--- config.mk ---
export PLATFORM = sky130hd
export DESIGN_NAME = lc_bfm_top
export DESIGN_NICKNAME = d
export VERILOG_FILES = /design/src/logic/lc_pkg.sv /design/src/logic/lc_axi_snoop.sv /design/src/logic/lc_rst_seq.sv /design/src/logic/lc_clk_byp_resp.sv /design/src/logic/lc_bfm_top.sv
export SDC_FILE = /design/constraint.sdc
export NUM_CORES = 1
export LEC_CHECK = 0
export BUFFER_PORTS_ARGS = -buffer_cell sky130_fd_sc_hd__buf_2
export CORE_MARGIN = 2
export CORE_UTILIZATION = 52
export DETAILED_ROUTE_END_ITERATION = 8
export PLACE_DENSITY = 0.89
export SKIP_LAST_GASP = 1
export SLEW_MARGIN = 25
export SYNTH_ARGS = -nofsm -noshare
export SYNTH_HDL_FRONTEND = slang
export SYNTH_SLANG_ARGS = --single-unit
--- constraint.sdc ---
create_clock -name clk -period 4.2 [get_ports clk]
set_input_delay 0.42 -clock clk [delete_from_list [all_inputs] [get_ports clk]]
set_output_delay 0.42 -clock clk [all_outputs]
set_load 0.01 [all_outputs]
--- src/logic/lc_pkg.sv ---
/*
  Shared constants and types for the life-cycle controller stand-in.
  Magic addresses assume a 32-bit AXI address map.
  lc_tx_t codes other than on and off are treated as off everywhere.
*/

`default_nettype none

package lc_pkg;

    // --------------------------------------------------
    // AXI address map
    // --------------------------------------------------
    localparam int unsigned lc_addr_width = 32;

    typedef logic [lc_addr_width-1:0] lc_addr_t;

    // Read here starts the delayed power and reset sequence
    localparam lc_addr_t lc_rst_addr = 32'h7000_0444;
    // Read here flips the RMA / SCRAP strap level
    localparam lc_addr_t lc_strap_addr = 32'h7000_0448;

    // --------------------------------------------------
    // Life-cycle transport encoding
    // --------------------------------------------------
    localparam int unsigned lc_tx_width = 4;

    typedef logic [lc_tx_width-1:0] lc_tx_t;

    // Multi-bit on/off codes, complementary on purpose
    localparam lc_tx_t lc_tx_on  = 4'b0101;
    localparam lc_tx_t lc_tx_off = 4'b1010;

    // --------------------------------------------------
    // Reset sequence timing
    // --------------------------------------------------
    // Stages in the trigger delay line
    localparam int unsigned lc_trig_delay = 20;

    // Power counter
    localparam int unsigned lc_cnt_width = 10;

    typedef logic [lc_cnt_width-1:0] lc_cnt_t;

    // Power-up length, also sets the reset-low window
    localparam lc_cnt_t lc_power_cycles = lc_cnt_t'(500);

endpackage

`default_nettype wire

--- src/logic/lc_axi_snoop.sv ---
/*
  Passive observer of the AXI read-address channel.
  Never drives arready; a beat counts only when arvalid and arready are high.
  rst_trig is a one-cycle strobe; back-to-back reset hits give every other strobe.
*/

`timescale 1ns/1ps
`default_nettype none

module lc_axi_snoop (
    input  wire logic          clk,
    input  wire logic          reset_n,
    input  wire logic          arvalid,
    input  wire logic          arready,
    input  wire lc_pkg::lc_addr_t araddr,
    output logic               rst_trig,
    output logic               allow_rma_scrap
);

    // --------------------------------------------------
    // Beat decode
    // --------------------------------------------------
    logic ar_accept;
    logic rst_hit;
    logic strap_hit;

    // Address handshake completes this edge
    assign ar_accept = arvalid && arready;

    // Compare against the two magic locations
    assign rst_hit   = ar_accept && (araddr == lc_pkg::lc_rst_addr);
    assign strap_hit = ar_accept && (araddr == lc_pkg::lc_strap_addr);

    // --------------------------------------------------
    // Reset trigger strobe
    // --------------------------------------------------
    // High for one cycle after a reset hit
    // A hit while the strobe is up is dropped, so no stretching
    always_ff @(posedge clk or negedge reset_n) begin
        if (!reset_n) begin
            rst_trig <= 1'b0;
        end else begin
            rst_trig <= rst_hit && !rst_trig;
        end
    end

    // --------------------------------------------------
    // RMA / SCRAP strap level
    // --------------------------------------------------
    // Flips on each strap hit
    // Masked in the strobe cycle so a reset request wins
    always_ff @(posedge clk or negedge reset_n) begin
        if (!reset_n) begin
            allow_rma_scrap <= 1'b0;
        end else if (strap_hit && !rst_trig) begin
            allow_rma_scrap <= !allow_rma_scrap;
        end
    end

endmodule

`default_nettype wire

--- src/logic/lc_rst_seq.sv ---
/*
  Delayed fake reset generator.
  fake_reset is high out of reset, falls 22 cycles after a rst_trig strobe,
  then stays low for lc_power_cycles + 1 cycles.
  Triggers that arrive while the power counter runs are dropped.
*/

`timescale 1ns/1ps
`default_nettype none

module lc_rst_seq (
    input  wire logic clk,
    input  wire logic reset_n,
    input  wire logic rst_trig,
    output logic      fake_reset
);

    // --------------------------------------------------
    // Trigger delay line
    // --------------------------------------------------
    logic [lc_pkg::lc_trig_delay-1:0] trig_dly;
    // Extra flop after the last stage
    logic                             trig_late;

    always_ff @(posedge clk or negedge reset_n) begin
        if (!reset_n) begin
            trig_dly  <= '0;
            trig_late <= 1'b0;
        end else begin
            // Shift toward the MSB, newest strobe enters at bit 0
            trig_dly  <= {trig_dly[lc_pkg::lc_trig_delay-2:0], rst_trig};
            trig_late <= trig_dly[lc_pkg::lc_trig_delay-1];
        end
    end

    // --------------------------------------------------
    // Power counter and fake reset
    // --------------------------------------------------
    lc_pkg::lc_cnt_t power_cnt;
    logic            cnt_busy;

    // Counter still running, sequence not yet settled
    assign cnt_busy = power_cnt < lc_pkg::lc_power_cycles;

    always_ff @(posedge clk or negedge reset_n) begin
        if (!reset_n) begin
            power_cnt  <= '0;
            // Part held in reset during power-up
            fake_reset <= 1'b1;
        end else if (cnt_busy) begin
            // Hold output level, ignore any delayed trigger
            power_cnt  <= power_cnt + lc_pkg::lc_cnt_t'(1);
            fake_reset <= fake_reset;
        end else if (trig_late) begin
            // Start a new low window
            power_cnt  <= '0;
            fake_reset <= 1'b0;
        end else begin
            // Counter parked at the end, release reset
            power_cnt  <= power_cnt;
            fake_reset <= 1'b1;
        end
    end

endmodule

`default_nettype wire

--- src/logic/lc_clk_byp_resp.sv ---
/*
  Clock-bypass acknowledge responder for the clock manager.
  Only the exact lc_tx_on code counts as a request.
  A held request gives a one-cycle on / one-cycle off pulse train.
*/

`timescale 1ns/1ps
`default_nettype none

module lc_clk_byp_resp (
    input  wire logic           clk,
    input  wire logic           reset_n,
    input  wire lc_pkg::lc_tx_t clk_byp_req,
    output lc_pkg::lc_tx_t      clk_byp_ack
);

    logic req_on;
    logic ack_was_off;

    // Strict decode, invalid codes read as off
    assign req_on = (clk_byp_req == lc_pkg::lc_tx_on);

    // Previous ack, only the two valid codes are ever stored
    assign ack_was_off = (clk_byp_ack == lc_pkg::lc_tx_off);

    // --------------------------------------------------
    // Acknowledge register
    // --------------------------------------------------
    always_ff @(posedge clk or negedge reset_n) begin
        if (!reset_n) begin
            clk_byp_ack <= lc_pkg::lc_tx_off;
        end else if (req_on && ack_was_off) begin
            clk_byp_ack <= lc_pkg::lc_tx_on;
        end else begin
            // Drops back after one on cycle
            clk_byp_ack <= lc_pkg::lc_tx_off;
        end
    end

endmodule

`default_nettype wire

--- src/logic/lc_bfm_top.sv ---
/*
  Life-cycle controller stand-in for chip-level simulation.
  AXI read-address signals are observed only; no read data is returned.
  No OTP, token or escalation logic is modelled.
*/

`timescale 1ns/1ps
`default_nettype none

module lc_bfm_top (
    input  wire logic             clk,
    input  wire logic             reset_n,
    // AXI read-address channel, copied from the port
    input  wire logic             arvalid,
    input  wire logic             arready,
    input  wire lc_pkg::lc_addr_t araddr,
    // Clock manager request
    input  wire lc_pkg::lc_tx_t   clk_byp_req,
    output logic                  fake_reset,
    output logic                  allow_rma_scrap,
    output lc_pkg::lc_tx_t        clk_byp_ack
);

    // One-cycle strobe from the snooper into the sequencer
    logic rst_trig;

    // --------------------------------------------------
    // AXI snooper
    // --------------------------------------------------
    lc_axi_snoop u_axi_snoop (
        .clk             (clk),
        .reset_n         (reset_n),
        .arvalid         (arvalid),
        .arready         (arready),
        .araddr          (araddr),
        .rst_trig        (rst_trig),
        .allow_rma_scrap (allow_rma_scrap)
    );

    // --------------------------------------------------
    // Power and reset sequencer
    // --------------------------------------------------
    lc_rst_seq u_rst_seq (
        .clk        (clk),
        .reset_n    (reset_n),
        .rst_trig   (rst_trig),
        .fake_reset (fake_reset)
    );

    // --------------------------------------------------
    // Clock bypass responder, independent of the rest
    // --------------------------------------------------
    lc_clk_byp_resp u_clk_byp_resp (
        .clk         (clk),
        .reset_n     (reset_n),
        .clk_byp_req (clk_byp_req),
        .clk_byp_ack (clk_byp_ack)
    );

endmodule

`default_nettype wire

==> results of run 1 <==
[power by group]
group | internal, mW | total (mW) | switching (mW)
combinational | 0.0164 | 0.0311 | 0.0147
clock | 0.0652 | 0.168 | 0.103
sequential | 0.347 | 0.347 | 0.000297
total | 0.429 | 0.547 | 0.118
[how the worst max path moves through the flow]
stage / from / to / slack, ns / depth (start not counted)
final: u_rst_seq.power_cnt[4] / u_rst_seq.power_cnt[7] / 2.29 / 4
after global routing: u_rst_seq.power_cnt[4] / u_rst_seq.power_cnt[7] / 2.21 / 4
after CTS: u_rst_seq.power_cnt[4] / u_rst_seq.power_cnt[7] / 2.29 / 4
after detailed placement: u_rst_seq.power_cnt[4] / u_rst_seq.power_cnt[7] / 2.30 / 4
after global placement: u_rst_seq.power_cnt[4] / u_rst_seq.power_cnt[7] / 2.44 / 4
after floorplan: araddr[16] / u_axi_snoop.rst_trig / 2.62 / 4
[synth_stat cells]
master     n  area (um2)
nor4_1     4        25.0
a221o_1    1        10.0
nor3_1     2        10.0
xor2_1     1        8.76
nor4b_2    2        30.0
a21oi_2    1        8.76
and4b_1    1        10.0
nand2_1    7        26.3
a21oi_1    2        10.0
o21ai_0    1        5.00
ha_1       1        12.5
nor4b_1    1        8.76
a211o_1    2        17.5
nand2b_1   3        18.8
inv_1      1        3.75
dfrtp_1   34         851
nand4_1    2        12.5
mux2i_1    2        20.0
nand3_1    3        15.0
a32o_1     1        10.0
nor2b_1    2        12.5
and3_1     4        25.0
nor4_2     2        25.0
nand3b_1   1        7.51
o21a_1     2        15.0
nor2_1     2        7.51
and4_1     1        8.76
nor4bb_1   1        10.0
or4_4      1        11.3
buf_4      2        15.0
buf_2      1        5.00
a21o_1     1        7.51
mux2_2     4        45.0
dfstp_2    2        52.6
[layout make-up]
type                            count  area, um2  share of cell area [%]
Multi-Input combinational cell     58        434                    26.2
Inverter                            1       3.75                   0.227
Sequential cell                    36        903                    54.6
Clock inverter                      1       5.00                   0.303
Timing Repair Buffer               45        225                    13.6
Clock buffer                        7       45.0                    2.72
Tap cell                           30       37.5                    2.27
[sequential cells by signal, indices dropped and copies added (netlist names)]
name,count
u_rst_seq.trig_dly,20
u_axi_snoop.rst_trig,1
u_rst_seq.trig_late,1
u_rst_seq.power_cnt,10
u_rst_seq.fake_reset,1
u_axi_snoop.allow_rma_scrap,1
u_clk_byp_resp.clk_byp_ack,2
[per-stage QoR]
stage	total power [mW]	cell area, um2	hold slack (ns)	worst slack (ns)	cells
after floorplan	0.360	1360	0.124	2.62	98
after global placement	0.384	1600	0.335	2.44	170
after detailed placement	0.386	1600	0.336	2.30	170
after CTS	0.554	1650	0.150	2.29	178
after global routing	0.575	1650	0.177	2.21	178
final	0.547	1650	0.140	2.29	178
[worst max-delay path: stages, from the launching register on]
cell     delay, ns
dfrtp_1       0.45
and4_1        0.24
a21oi_2       0.50
nor2_1        0.21
a221o_1       0.39
[layer usage]
| metal | global-route usage (%) | vias up |
|---|---|---|
| met1 | 18.4 | 469 |
| met2 | 34.9 | 34 |
| met5 | 0 | - |
| met4 | 11.0 | 0 |
| met3 | 8.87 | 4 |
| li1 | - | 457 |
[layout by cell type, fill, tap and decap left out, types with 2 or more instances in the layout]
| master | instances |
|---|---|
| nor4_1 | 4 |
| nor2_1 | 2 |
| nor4b_2 | 2 |
| nand2_1 | 7 |
| nor2b_1 | 2 |
| and3_1 | 4 |
| nand2b_1 | 3 |
| dfstp_2 | 2 |
| o21a_1 | 2 |
| buf_2 | 45 |
| clkbuf_1 | 2 |
| mux2i_1 | 2 |
| nand3_1 | 3 |
| dfrtp_1 | 34 |
| nand4_1 | 2 |
| a21oi_1 | 2 |
| nor3_1 | 2 |
| a211o_1 | 2 |
| mux2_2 | 4 |
| clkbuf_4 | 5 |
| nor4_2 | 2 |
[cells by family after synthesis]
logic type | share of synthesized area [%]
flops | 66.4
compound gates | 6.16
mux | 4.78
xor+xnor | 0.643
simple gates | 19.4
buf+inv | 1.75
fa+ha+maj | 0.919
==> summary.md, run 1 <==
| Metric | Value |
|---|---|
| Post-cts sizing count | 0 |
| Clock Latency Late Sink | approximately 0.34 ns |
| Antenna-violating nets left | 0 |
| Power Dens Cells | between 300 and 400 nW/um2 |
| DRT met1 WL | 965 um |
| Maximum VDD drop | 0.218 mV |
| Setup CP Type | reg -> reg |
| Clock-pin slew on the worst setup and hold paths | 0.10 ns |
| Worst rel slew slack | 50.9% |
| Initial Utilization | a little over half |
| Setup_tns | 0 ns |
| RSZ-0062 raised after global routing | no |
| Gpl congestion | 0.754 |
| Yosys reg bits | 36 |
| DP HPWL | 1860 um |
| DR iter-0 viols | 12 |
| DR WL met3 | 151 um |
| Fraction of layout cells with a size suffix above 1 | 42.6% |
| First-pass GRT wire length | 3860 um |
| Yosys cell types | 34 |
| Core Region | 2480 um2 |
| Initial antenna violation count | 0 |
| F_max | 0.523 GHz |
| Number of global-route vias before repair | roughly 950 |
| Critical Path RT | 4.42 ns |
| Die H | 55.2 um |
| Total GRT Usage | approximately a fifth |
| Die footprint | 3040 um2 |
| Row cnt | 18 |
| Pre-antenna DRT Iters | 4 |
| Worst Path Arrival | 2.13 ns |
| Fin. max-slew vios | 0 |
| CTS tree | yes |
| Reg2Reg Setup Slack | 2.29 ns |
| Mapped Cells | 98 |
| Post-layout util | approximately two thirds |
| CP Launch Type | flip-flop |
| Status | finished, final reports clean |
| Period utilization | 45.5% |
| WL/cell | 14.3 um |
| Metal2 WL | 1370 um |
| Clock Sinks | 36 |
| Top Ports | 46 |
| Largest fanout on the critical path | 16 |
| Worst-case clock buffer depth | 2 |
| Nets@finish | 188 |
| Worst-Margin Slew | around 0.74 ns |
| Worst reg2reg endpoint | u_rst_seq.power_cnt[7] |
| Highest metal used | met4 |
| Largest net degree at the start of global routing | 37 |
| Syn. warnings | 0 |
| # port buffers | 45 |
| Hold_buf cts | 0 |
| Setup-failing EPs final | 0 |
| Layout area overhead | 21.5% |
| Number of fill cells | between 200 and 250 |
| Max-cap viol count | 0 |
| Root Driver | clkbuf_4 |
| Post-synthesis sequential area ratio | approximately two thirds |
| DRC | 0 |
| Max H-tree Level | 2 |
| Worst hold path type | in -> async |
| CP Capture Type | flip-flop |
| Drt total wl | 2550 um |
| GRT overflow | 0 |
| Vias | 964 |
| Antenna diodes | 0 |
| Fin. Hold Viols | 0 |
| Setup Skew | 0.0123 ns |
| Final critical-path required period | roughly 1.9 ns |
| Cell area after synthesis | 1360 um2 |
| Syn Nets | 139 |
| Reg-to-reg startpoint | u_rst_seq.power_cnt[4] |
| Syn_area_per_cell | 13.9 um2 |
| Post-CTS setup repair buffer count | 0 |
| Drt via density | 5.42 |
| Lkg Pwr | 0.863 nW |
| Cts bufs inserted | 5 |
| Die width | 55.2 um |
| R2R depth | 4 |
Power figures use the tool's default switching activity.
==> run 2, diff against run 1 <==
--- a/config.mk
+++ b/config.mk
@@ -7,9 +7,9 @@
 export LEC_CHECK = 0
 export BUFFER_PORTS_ARGS = -buffer_cell sky130_fd_sc_hd__buf_2
 export CORE_MARGIN = 2
-export CORE_UTILIZATION = 52
+export CORE_UTILIZATION = 44
 export DETAILED_ROUTE_END_ITERATION = 8
-export PLACE_DENSITY = 0.89
+export PLACE_DENSITY = 0.81
 export SKIP_LAST_GASP = 1
 export SLEW_MARGIN = 25
 export SYNTH_ARGS = -nofsm -noshare
==> constraint.sdc (replaced) <==
create_clock -name clk -period 1.6 [get_ports clk]
set_input_delay 0.16 -clock clk [delete_from_list [all_inputs] [get_ports clk]]
set_output_delay 0.16 -clock clk [all_outputs]
set_load 0.01 [all_outputs]
==> summary.md, run 2 (synthesis gave the netlist of run 1 again) <==
| Metric | Value |
|---|---|
| Status | finished, final reports clean |
| CTS tree | yes |
| Total GRT Usage | 17.8% (-1.8 points) |
| CP peak stage delay | 0.41 ns (-0.09 ns) |
| DR iter-0 viols | 25 (+13) |
| Vias | 1036 (+7.5%) |
| Commonest non-fill, non-tap cells in the layout | 45 x buf_2, 34 x dfrtp_1, 9 x buf_4, 7 x nand2_1, 5 x clkbuf_4 |
| Power Dens Cells | 910 nW/um2 (+180%) |
| Die footprint | 3550 um2 (+17%) |
| Drt via density | 5.37 (-0.88%) |
| Critical Path RT | 1.84 ns (-2.58 ns) |
| Nets@finish | 200 (+6.4%) |
| Slowest CP cell | dfrtp_1 |
| Period utilization | 96.0% (+50 points) |
| Fin. max-slew vios | 0 (unchanged) |
| CP Capture Type | flip-flop |
| Worst rel slew slack | 49.2% (-1.8 points) |
| Top Ports | 46 (unchanged) |
| WL/cell | 14.1 um (-1.3%) |
| Reg2Reg Setup Slack | 0.06 ns (-2.22 ns) |
| Gpl congestion | 0.831 (+10%) |
| R2R depth | 4 (unchanged) |
| Setup_tns | 0 ns (unchanged) |
| Hold depth | 2 |
| GRT overflow | 0 (unchanged) |
| # port buffers | 45 (unchanged) |
| Maximum VDD drop | 0.462 mV (+110%) |
| Largest fanout on the critical path | 5 (-11) |
| Initial antenna violation count | 0 (unchanged) |
| Lkg Pwr | 0.928 nW (+7.5%) |
| Worst Path Arrival | 1.77 ns (-0.36 ns) |
| Root Driver | clkbuf_4 |
| Post-CTS setup repair buffer count | 0 (unchanged) |
| Worst-Margin Slew | 0.762 ns (+0.0263 ns) |
| Row cnt | 20 (+2) |
| Setup-failing EPs final | 0 (unchanged) |
| Number of global-route vias before repair | 1053 (+10%) |
| Die width | 59.6 um (+8.1%) |
| Worst hold path type | in -> reg |
| Max H-tree Level | 2 (unchanged) |
| Overall power | 1.63 mW (+200%) |
| CP Launch Type | flip-flop |
| Commonest non-fill, non-tap cell in the layout | buf_2 |
| Cts bufs inserted | 5 (unchanged) |
| RSZ-0062 raised after global routing | yes |
| DP HPWL | 1990 um (+6.9%) |
| Worst-case clock buffer depth | 2 (unchanged) |
| Fin. Hold Viols | 0 (unchanged) |
| Largest regs | u_rst_seq.trig_dly (20), u_rst_seq.power_cnt (10), u_clk_byp_resp.clk_byp_ack (2) |
| Antenna-violating nets left | 0 (unchanged) |
| Clock Latency Late Sink | 0.34 ns (about the same) |
| Drt total wl | 2730 um (+7.0%) |
| Clock Sinks | 36 (unchanged) |
| Die H | 59.6 um (+8.1%) |
| F_max | 0.651 GHz (+24%) |
| Largest register FFs | 20 (unchanged) |
| Number of fill cells | 233 (+15%) |
| Max-cap viol count | 0 (unchanged) |
| Largest net degree at the start of global routing | 37 (unchanged) |
| Core Region | 3000 um2 (+21%) |
| Pre-antenna DRT Iters | 4 (unchanged) |
| Largest Register | u_rst_seq.trig_dly |
| First-pass GRT wire length | 4420 um (+14%) |
| Fraction of layout cells with a size suffix above 1 | 47.5% (+4.9 points) |
| Clock-pin slew on the worst setup and hold paths | 0.12 ns (+0.02 ns) |
| Antenna diodes | 0 (unchanged) |
| Setup CP Type | reg -> reg |
| Layout area overhead | 31.7% |
| Setup Skew | 0.0120 ns (-0.000289 ns) |
| DRC | 0 (unchanged) |
| Final hold slack | 0.0242 ns (-0.116 ns) |
| CP Cell Sequence | and4_1 -> a21oi_4 -> nor2_1 -> a221o_1 |
| Initial Utilization | 45.3% (-9.6 points) |
| Final critical-path required period | 1.54 ns (-0.376 ns) |
[run 2: cell types whose count changed in the layout (fill, tap and decap cells not counted), sizes merged]
cell,previous run,this run
bufinv,0,1
clkinvlp,0,1
a21oi,3,4
clkbuf,7,5
dlygate4sd3,0,2
buf,45,54
[run 2: timing repair]
item                                    in CTS  in global routing
gates resized for setup                      1                  1
cloned                                       0                  1
pin swaps                                    0                  1
hold buffers                                 2                  0
endpoints found under the hold margin       35                  0
endpoints found under the setup margin       3                  2
[run 2: path summary, 6_finish.rpt]
check | from | endpoint
max in group asynchronous | reset_n | u_rst_seq.trig_dly[4]
hold / removal | clk_byp_req[0] | u_clk_byp_resp.clk_byp_ack[1]
setup reg to reg | u_rst_seq.power_cnt[7] | u_rst_seq.power_cnt[7]
hold reg to reg | u_rst_seq.trig_dly[0] | u_rst_seq.trig_dly[1]
setup / recovery | u_rst_seq.power_cnt[7] | u_rst_seq.power_cnt[7]
min in group asynchronous | reset_n | u_rst_seq.trig_late
[run 2: report_power, final]
group          total, mW  internal (mW)  leakage (nW)  switching [mW]
sequential         0.912          0.911         0.481        0.000853
combinational     0.0863         0.0462         0.406          0.0400
clock              0.632          0.326        0.0412           0.307
total               1.63           1.28         0.928           0.347
[run 2: per-stage QoR]
stage,util [%],instance area (um2),worst slack (ns),cells
6_report,59.7,1790,0.0647,193
3_5_place_dp,55.8,1680,-0.0529,182
4_1_cts,59.4,1780,0.0508,192
3_3_place_gp,55.8,1680,0.0675,182
2_1_floorplan,-,1360,0.173,98
5_1_grt,59.7,1790,-0.00780,193
[run 2: per-layer routing]
metal	global-route usage [%]	vias to the layer above	routed length, um
li1	-	482	-
met1	18.2	499	1090
met2	32.5	50	1390
met3	5.02	5	180
met4	9.52	0	65
met5	0	-	0
[run 2: layout make-up]
type / instances / area, um2 / share of cell area, %
Multi-Input combinational cell: 59 / 452 / 25.2
Inverter: 1 / 3.75 / 0.209
Timing Repair Buffer: 56 / 313 / 17.4
Tap cell: 33 / 41.3 / 2.30
Clock inverter: 3 / 42.5 / 2.37
Sequential cell: 36 / 903 / 50.4
Clock buffer: 5 / 37.5 / 2.09
[run 2: critical path, delay by kind of cell (launching register included)]
kind,cells,cell delay [ns]
AO/OA/AOI/OAI,2,0.62
AND/OR/NAND/NOR,2,0.41
flip-flops,1,0.41
==> run 3, diff against run 2 <==
--- a/config.mk
+++ b/config.mk
@@ -9,9 +9,11 @@
 export CORE_MARGIN = 2
 export CORE_UTILIZATION = 44
 export DETAILED_ROUTE_END_ITERATION = 8
+export HOLD_SLACK_MARGIN = 0.15
 export PLACE_DENSITY = 0.81
 export SKIP_LAST_GASP = 1
 export SLEW_MARGIN = 25
 export SYNTH_ARGS = -nofsm -noshare
 export SYNTH_HDL_FRONTEND = slang
+export SYNTH_HIERARCHICAL = 1
 export SYNTH_SLANG_ARGS = --single-unit
==> summary.md, run 3 <==
| Metric | Value |
|---|---|
| Top FF cell, synth | dfrtp_1 |
| Post-synthesis sequential area ratio | 65.4% (-0.96 points) |
| Largest net degree at the start of global routing | 37 (unchanged) |
| Worst-Margin Slew | 0.745 ns (-0.0171 ns) |
| Period utilization | 94.2% (-1.7 points) |
| Worst Path Arrival | 1.72 ns (-0.05 ns) |
| Share of the synthesized area in the top cell type | 61.6% (-0.91 points) |
| Gpl congestion | 0.841 (+1.1%) |
| Antenna diodes | 0 (unchanged) |
| Worst-case clock buffer depth | 2 (unchanged) |
| Worst Path Buf+Inv | 0 (unchanged) |
| Synth async-reset ratio | 100% (unchanged) |
| Final hold slack | 0.151 ns (+0.127 ns) |
| CP Cell Sequence | o21a_1 -> a21oi_4 -> nor2_4 -> a211o_1 |
| DR iter-0 viols | 55 (+120%) |
| Crit-path leading delay family | compound AO/OA/AOI/OAI gates |
| Die H | 60.0 um (+0.69%) |
| CP Capture Type | flip-flop |
| Total GRT Usage | 18.1% (+0.23 points) |
| DP HPWL | 1810 um (-8.9%) |
| Top cells by area, synth | dfrtp_1 62%, dfstp_2 3.8%, nor4_2 2.7% |
| RSZ-0062 raised after global routing | no |
| Syn. warnings | 6 (+6) |
| Post-layout util | 61.2% (+1.5 points) |
| Status | finished, final reports clean |
| Vias | 1036 (unchanged) |
| Pre-antenna DRT Iters | 4 (unchanged) |
| Fin. Hold Viols | 0 (unchanged) |
| Number of global-route vias before repair | 1052 (-0.095%) |
| Antenna-violating nets left | 0 (unchanged) |
| First-pass GRT wire length | 4620 um (+4.7%) |
| Syn Nets | 139 (unchanged) |
| Commonest non-fill, non-tap cell in the layout | buf_2 |
| Worst reg2reg endpoint | u_rst_seq/power_cnt[4] |
| WL/cell | 13.7 um (-3.2%) |
| Hold Crit Endpoint | u_axi_snoop/rst_trig |
| Critical Path RT | 1.81 ns (-0.03 ns) |
| Clock-pin slew on the worst setup and hold paths | 0.10 ns (-0.02 ns) |
| Core Region | 3030 um2 (+0.83%) |
| EDFF count, synth | 0 (unchanged) |
| Worst hold path type | in -> reg |
| Largest fanout on the critical path | 10 (+5) |
| Layout area overhead | 34.2% |
| Fin. max-slew vios | 0 (unchanged) |
| Initial Utilization | 45.6% (+0.29 points) |
| Post-synth top area cell | dfrtp_1 |
| Setup_tns | 0 ns (unchanged) |
| Drt total wl | 2800 um (+2.8%) |
| Overall power | 1.54 mW (-5.4%) |
| Maximum VDD drop | 0.488 mV (+5.6%) |
| Reg2Reg Setup Slack | 0.09 ns (+0.03 ns) |
| Max H-tree Level | 2 (unchanged) |
| DRC | 0 (unchanged) |
| Commonest non-fill, non-tap cells in the layout | 45 x buf_2, 34 x dfrtp_1, 13 x dlygate4sd3_1, 5 x clkbuf_4, 5 x and3_1 |
| R2R depth | 4 (unchanged) |
| Top-count cell post-synth | dfrtp_1 |
| # port buffers | 45 (unchanged) |
| Drt via density | 5.05 (-5.9%) |
| Max-cap viol count | 0 (unchanged) |
| Die footprint | 3600 um2 (+1.4%) |
| GRT overflow | 0 (unchanged) |
| Cell area after synthesis | 1380 um2 (+1.5%) |
| Die width | 60.0 um (+0.69%) |
| Hold depth | 4 (+2) |
| Clock Sinks | 36 (unchanged) |
| Nets@finish | 202 (+1.0%) |
| Largest regs | u_rst_seq/trig_dly (20), u_rst_seq/power_cnt (10), u_clk_byp_resp/clk_byp_ack (2) |
| F_max | 0.663 GHz (+1.8%) |
| Fraction of layout cells with a size suffix above 1 | 40.4% (-7.1 points) |
| Largest Register | u_rst_seq/trig_dly |
| Syn_area_per_cell | 14.1 um2 (+1.5%) |
| Most common library cells after synthesis | 34 x dfrtp_1, 5 x and3_1, 4 x a211o_1, 4 x nand3_1, 4 x nor3_1 |
| Mapped Cells | 98 (unchanged) |
| Final critical-path required period | 1.51 ns (-0.0275 ns) |
| Initial antenna violation count | 0 (unchanged) |
| Largest register FFs | 20 (unchanged) |
| Root Driver | clkbuf_4 |
| Setup CP Type | reg -> reg |
| Reg-to-reg startpoint | u_rst_seq/power_cnt[2] |
| Min-Delay Startpoint | araddr[23] |
| Setup-failing EPs final | 0 (unchanged) |
| Top Ports | 46 (unchanged) |
| CP Launch Type | flip-flop |
| CP peak stage delay | 0.45 ns (+0.04 ns) |
| Row cnt | 20 (unchanged) |
| Lkg Pwr | 0.944 nW (+1.7%) |
| Slowest CP cell | dfrtp_1 |
| CTS tree | yes |
| Power Dens Cells | 832 nW/um2 (-8.5%) |
| Setup Skew | 0.0108 ns (-0.00124 ns) |
| Cts bufs inserted | 5 (unchanged) |
| Worst rel slew slack | 50.3% (+1.1 points) |
| Yosys cell types | 36 (+5.9%) |
| Yosys reg bits | 36 (unchanged) |
| Clock Latency Late Sink | 0.33 ns (about the same) |
[run 3: cell count changes after synthesis, moves of 2 or more]
| cell | before | now |
|---|---|---|
| a211o_1 | 2 | 4 |
| a21o_1 | 1 | 3 |
| mux2_2 | 4 | 1 |
| mux2i_1 | 2 | 0 |
| nand2_1 | 7 | 3 |
| nor3_1 | 2 | 4 |
| nor4_1 | 4 | 1 |
[run 3: what timing repair did]
item | in CTS | in global routing
gates resized for setup | 0 | 2
setup buffers | 0 | 0
endpoints found under the hold margin | 35 | 0
hold buffers | 13 | 0
endpoints found under the setup margin | 0 | 1
[run 3: power breakdown]
group	internal, mW	total, mW	switching [mW]
Combinational	0.0659	0.110	0.0445
Clock	0.249	0.520	0.271
Sequential	0.911	0.912	0.000987
[run 3: layer usage]
layer | vias up | share of wire [%] | global-route usage [%] | routed length (um)
met5 | - | 0 | 0 | 0
met4 | 0 | 1.2 | 6.35 | 34
met3 | 6 | 7.5 | 7.58 | 209
met2 | 49 | 48 | 28.1 | 1340
met1 | 495 | 44 | 22.6 | 1220
li1 | 486 | - | - | -
[run 3: metrics by stage]
| stage | worst slack [ns] | instances | instance area, um2 |
|---|---|---|---|
| 4_1_cts | 0.0412 | 205 | 1840 |
| 6_report | 0.0922 | 205 | 1850 |
| 2_1_floorplan | 0.246 | 98 | 1380 |
| 3_3_place_gp | 0.169 | 185 | 1650 |
| 5_1_grt | 0.00606 | 205 | 1850 |
| 3_5_place_dp | 0.0971 | 185 | 1650 |
[run 3: kinds of logic (layout without fill, tap and decap cells)]
group                      Yosys count  after routing  share of synthesized area, %
and+or+nand+nor                     42             42                          22.7
DFF                                 36             36                          65.4
buffers and inverters                2             65                          1.09
muxes                                1              1                         0.815
AOI/OAI and AO/OA                   14             14                          7.79
adders and majority gates            1              1                         0.906
xor gates and xnor gates             2              2                          1.27
[run 3: final cells by class]
| type | count | area (um2) |
|---|---|---|
| clock buffer | 7 | 65.1 |
| multi-input combinational | 60 | 475 |
| fill | 238 | 1170 |
| tap | 44 | 55.1 |
| sequential | 36 | 903 |
| timing repair buffer | 58 | 355 |
[run 3: worst max path at each step]
stage                            from                          end  slack (ns)  cells past startpoint
6_report       u_rst_seq/power_cnt[2]       u_rst_seq/power_cnt[4]        0.09                      4
5_1_grt                    araddr[25]  u_axi_snoop/allow_rma_scrap       0.006                      6
4_1_cts                    araddr[11]  u_axi_snoop/allow_rma_scrap        0.04                      6
3_5_place_dp   u_rst_seq/power_cnt[2]       u_rst_seq/power_cnt[4]         0.1                      4
3_3_place_gp   u_rst_seq/power_cnt[2]       u_rst_seq/power_cnt[7]        0.17                      4
2_1_floorplan  u_rst_seq/power_cnt[2]       u_rst_seq/power_cnt[4]        0.25                      4
[run 3: worst register-to-register path, cell delays in order (launching register included)]
cell and delay (ns):
dfrtp_1 0.45, o21a_1 0.25, a21oi_4 0.29, nor2_4 0.09, a211o_1 0.31
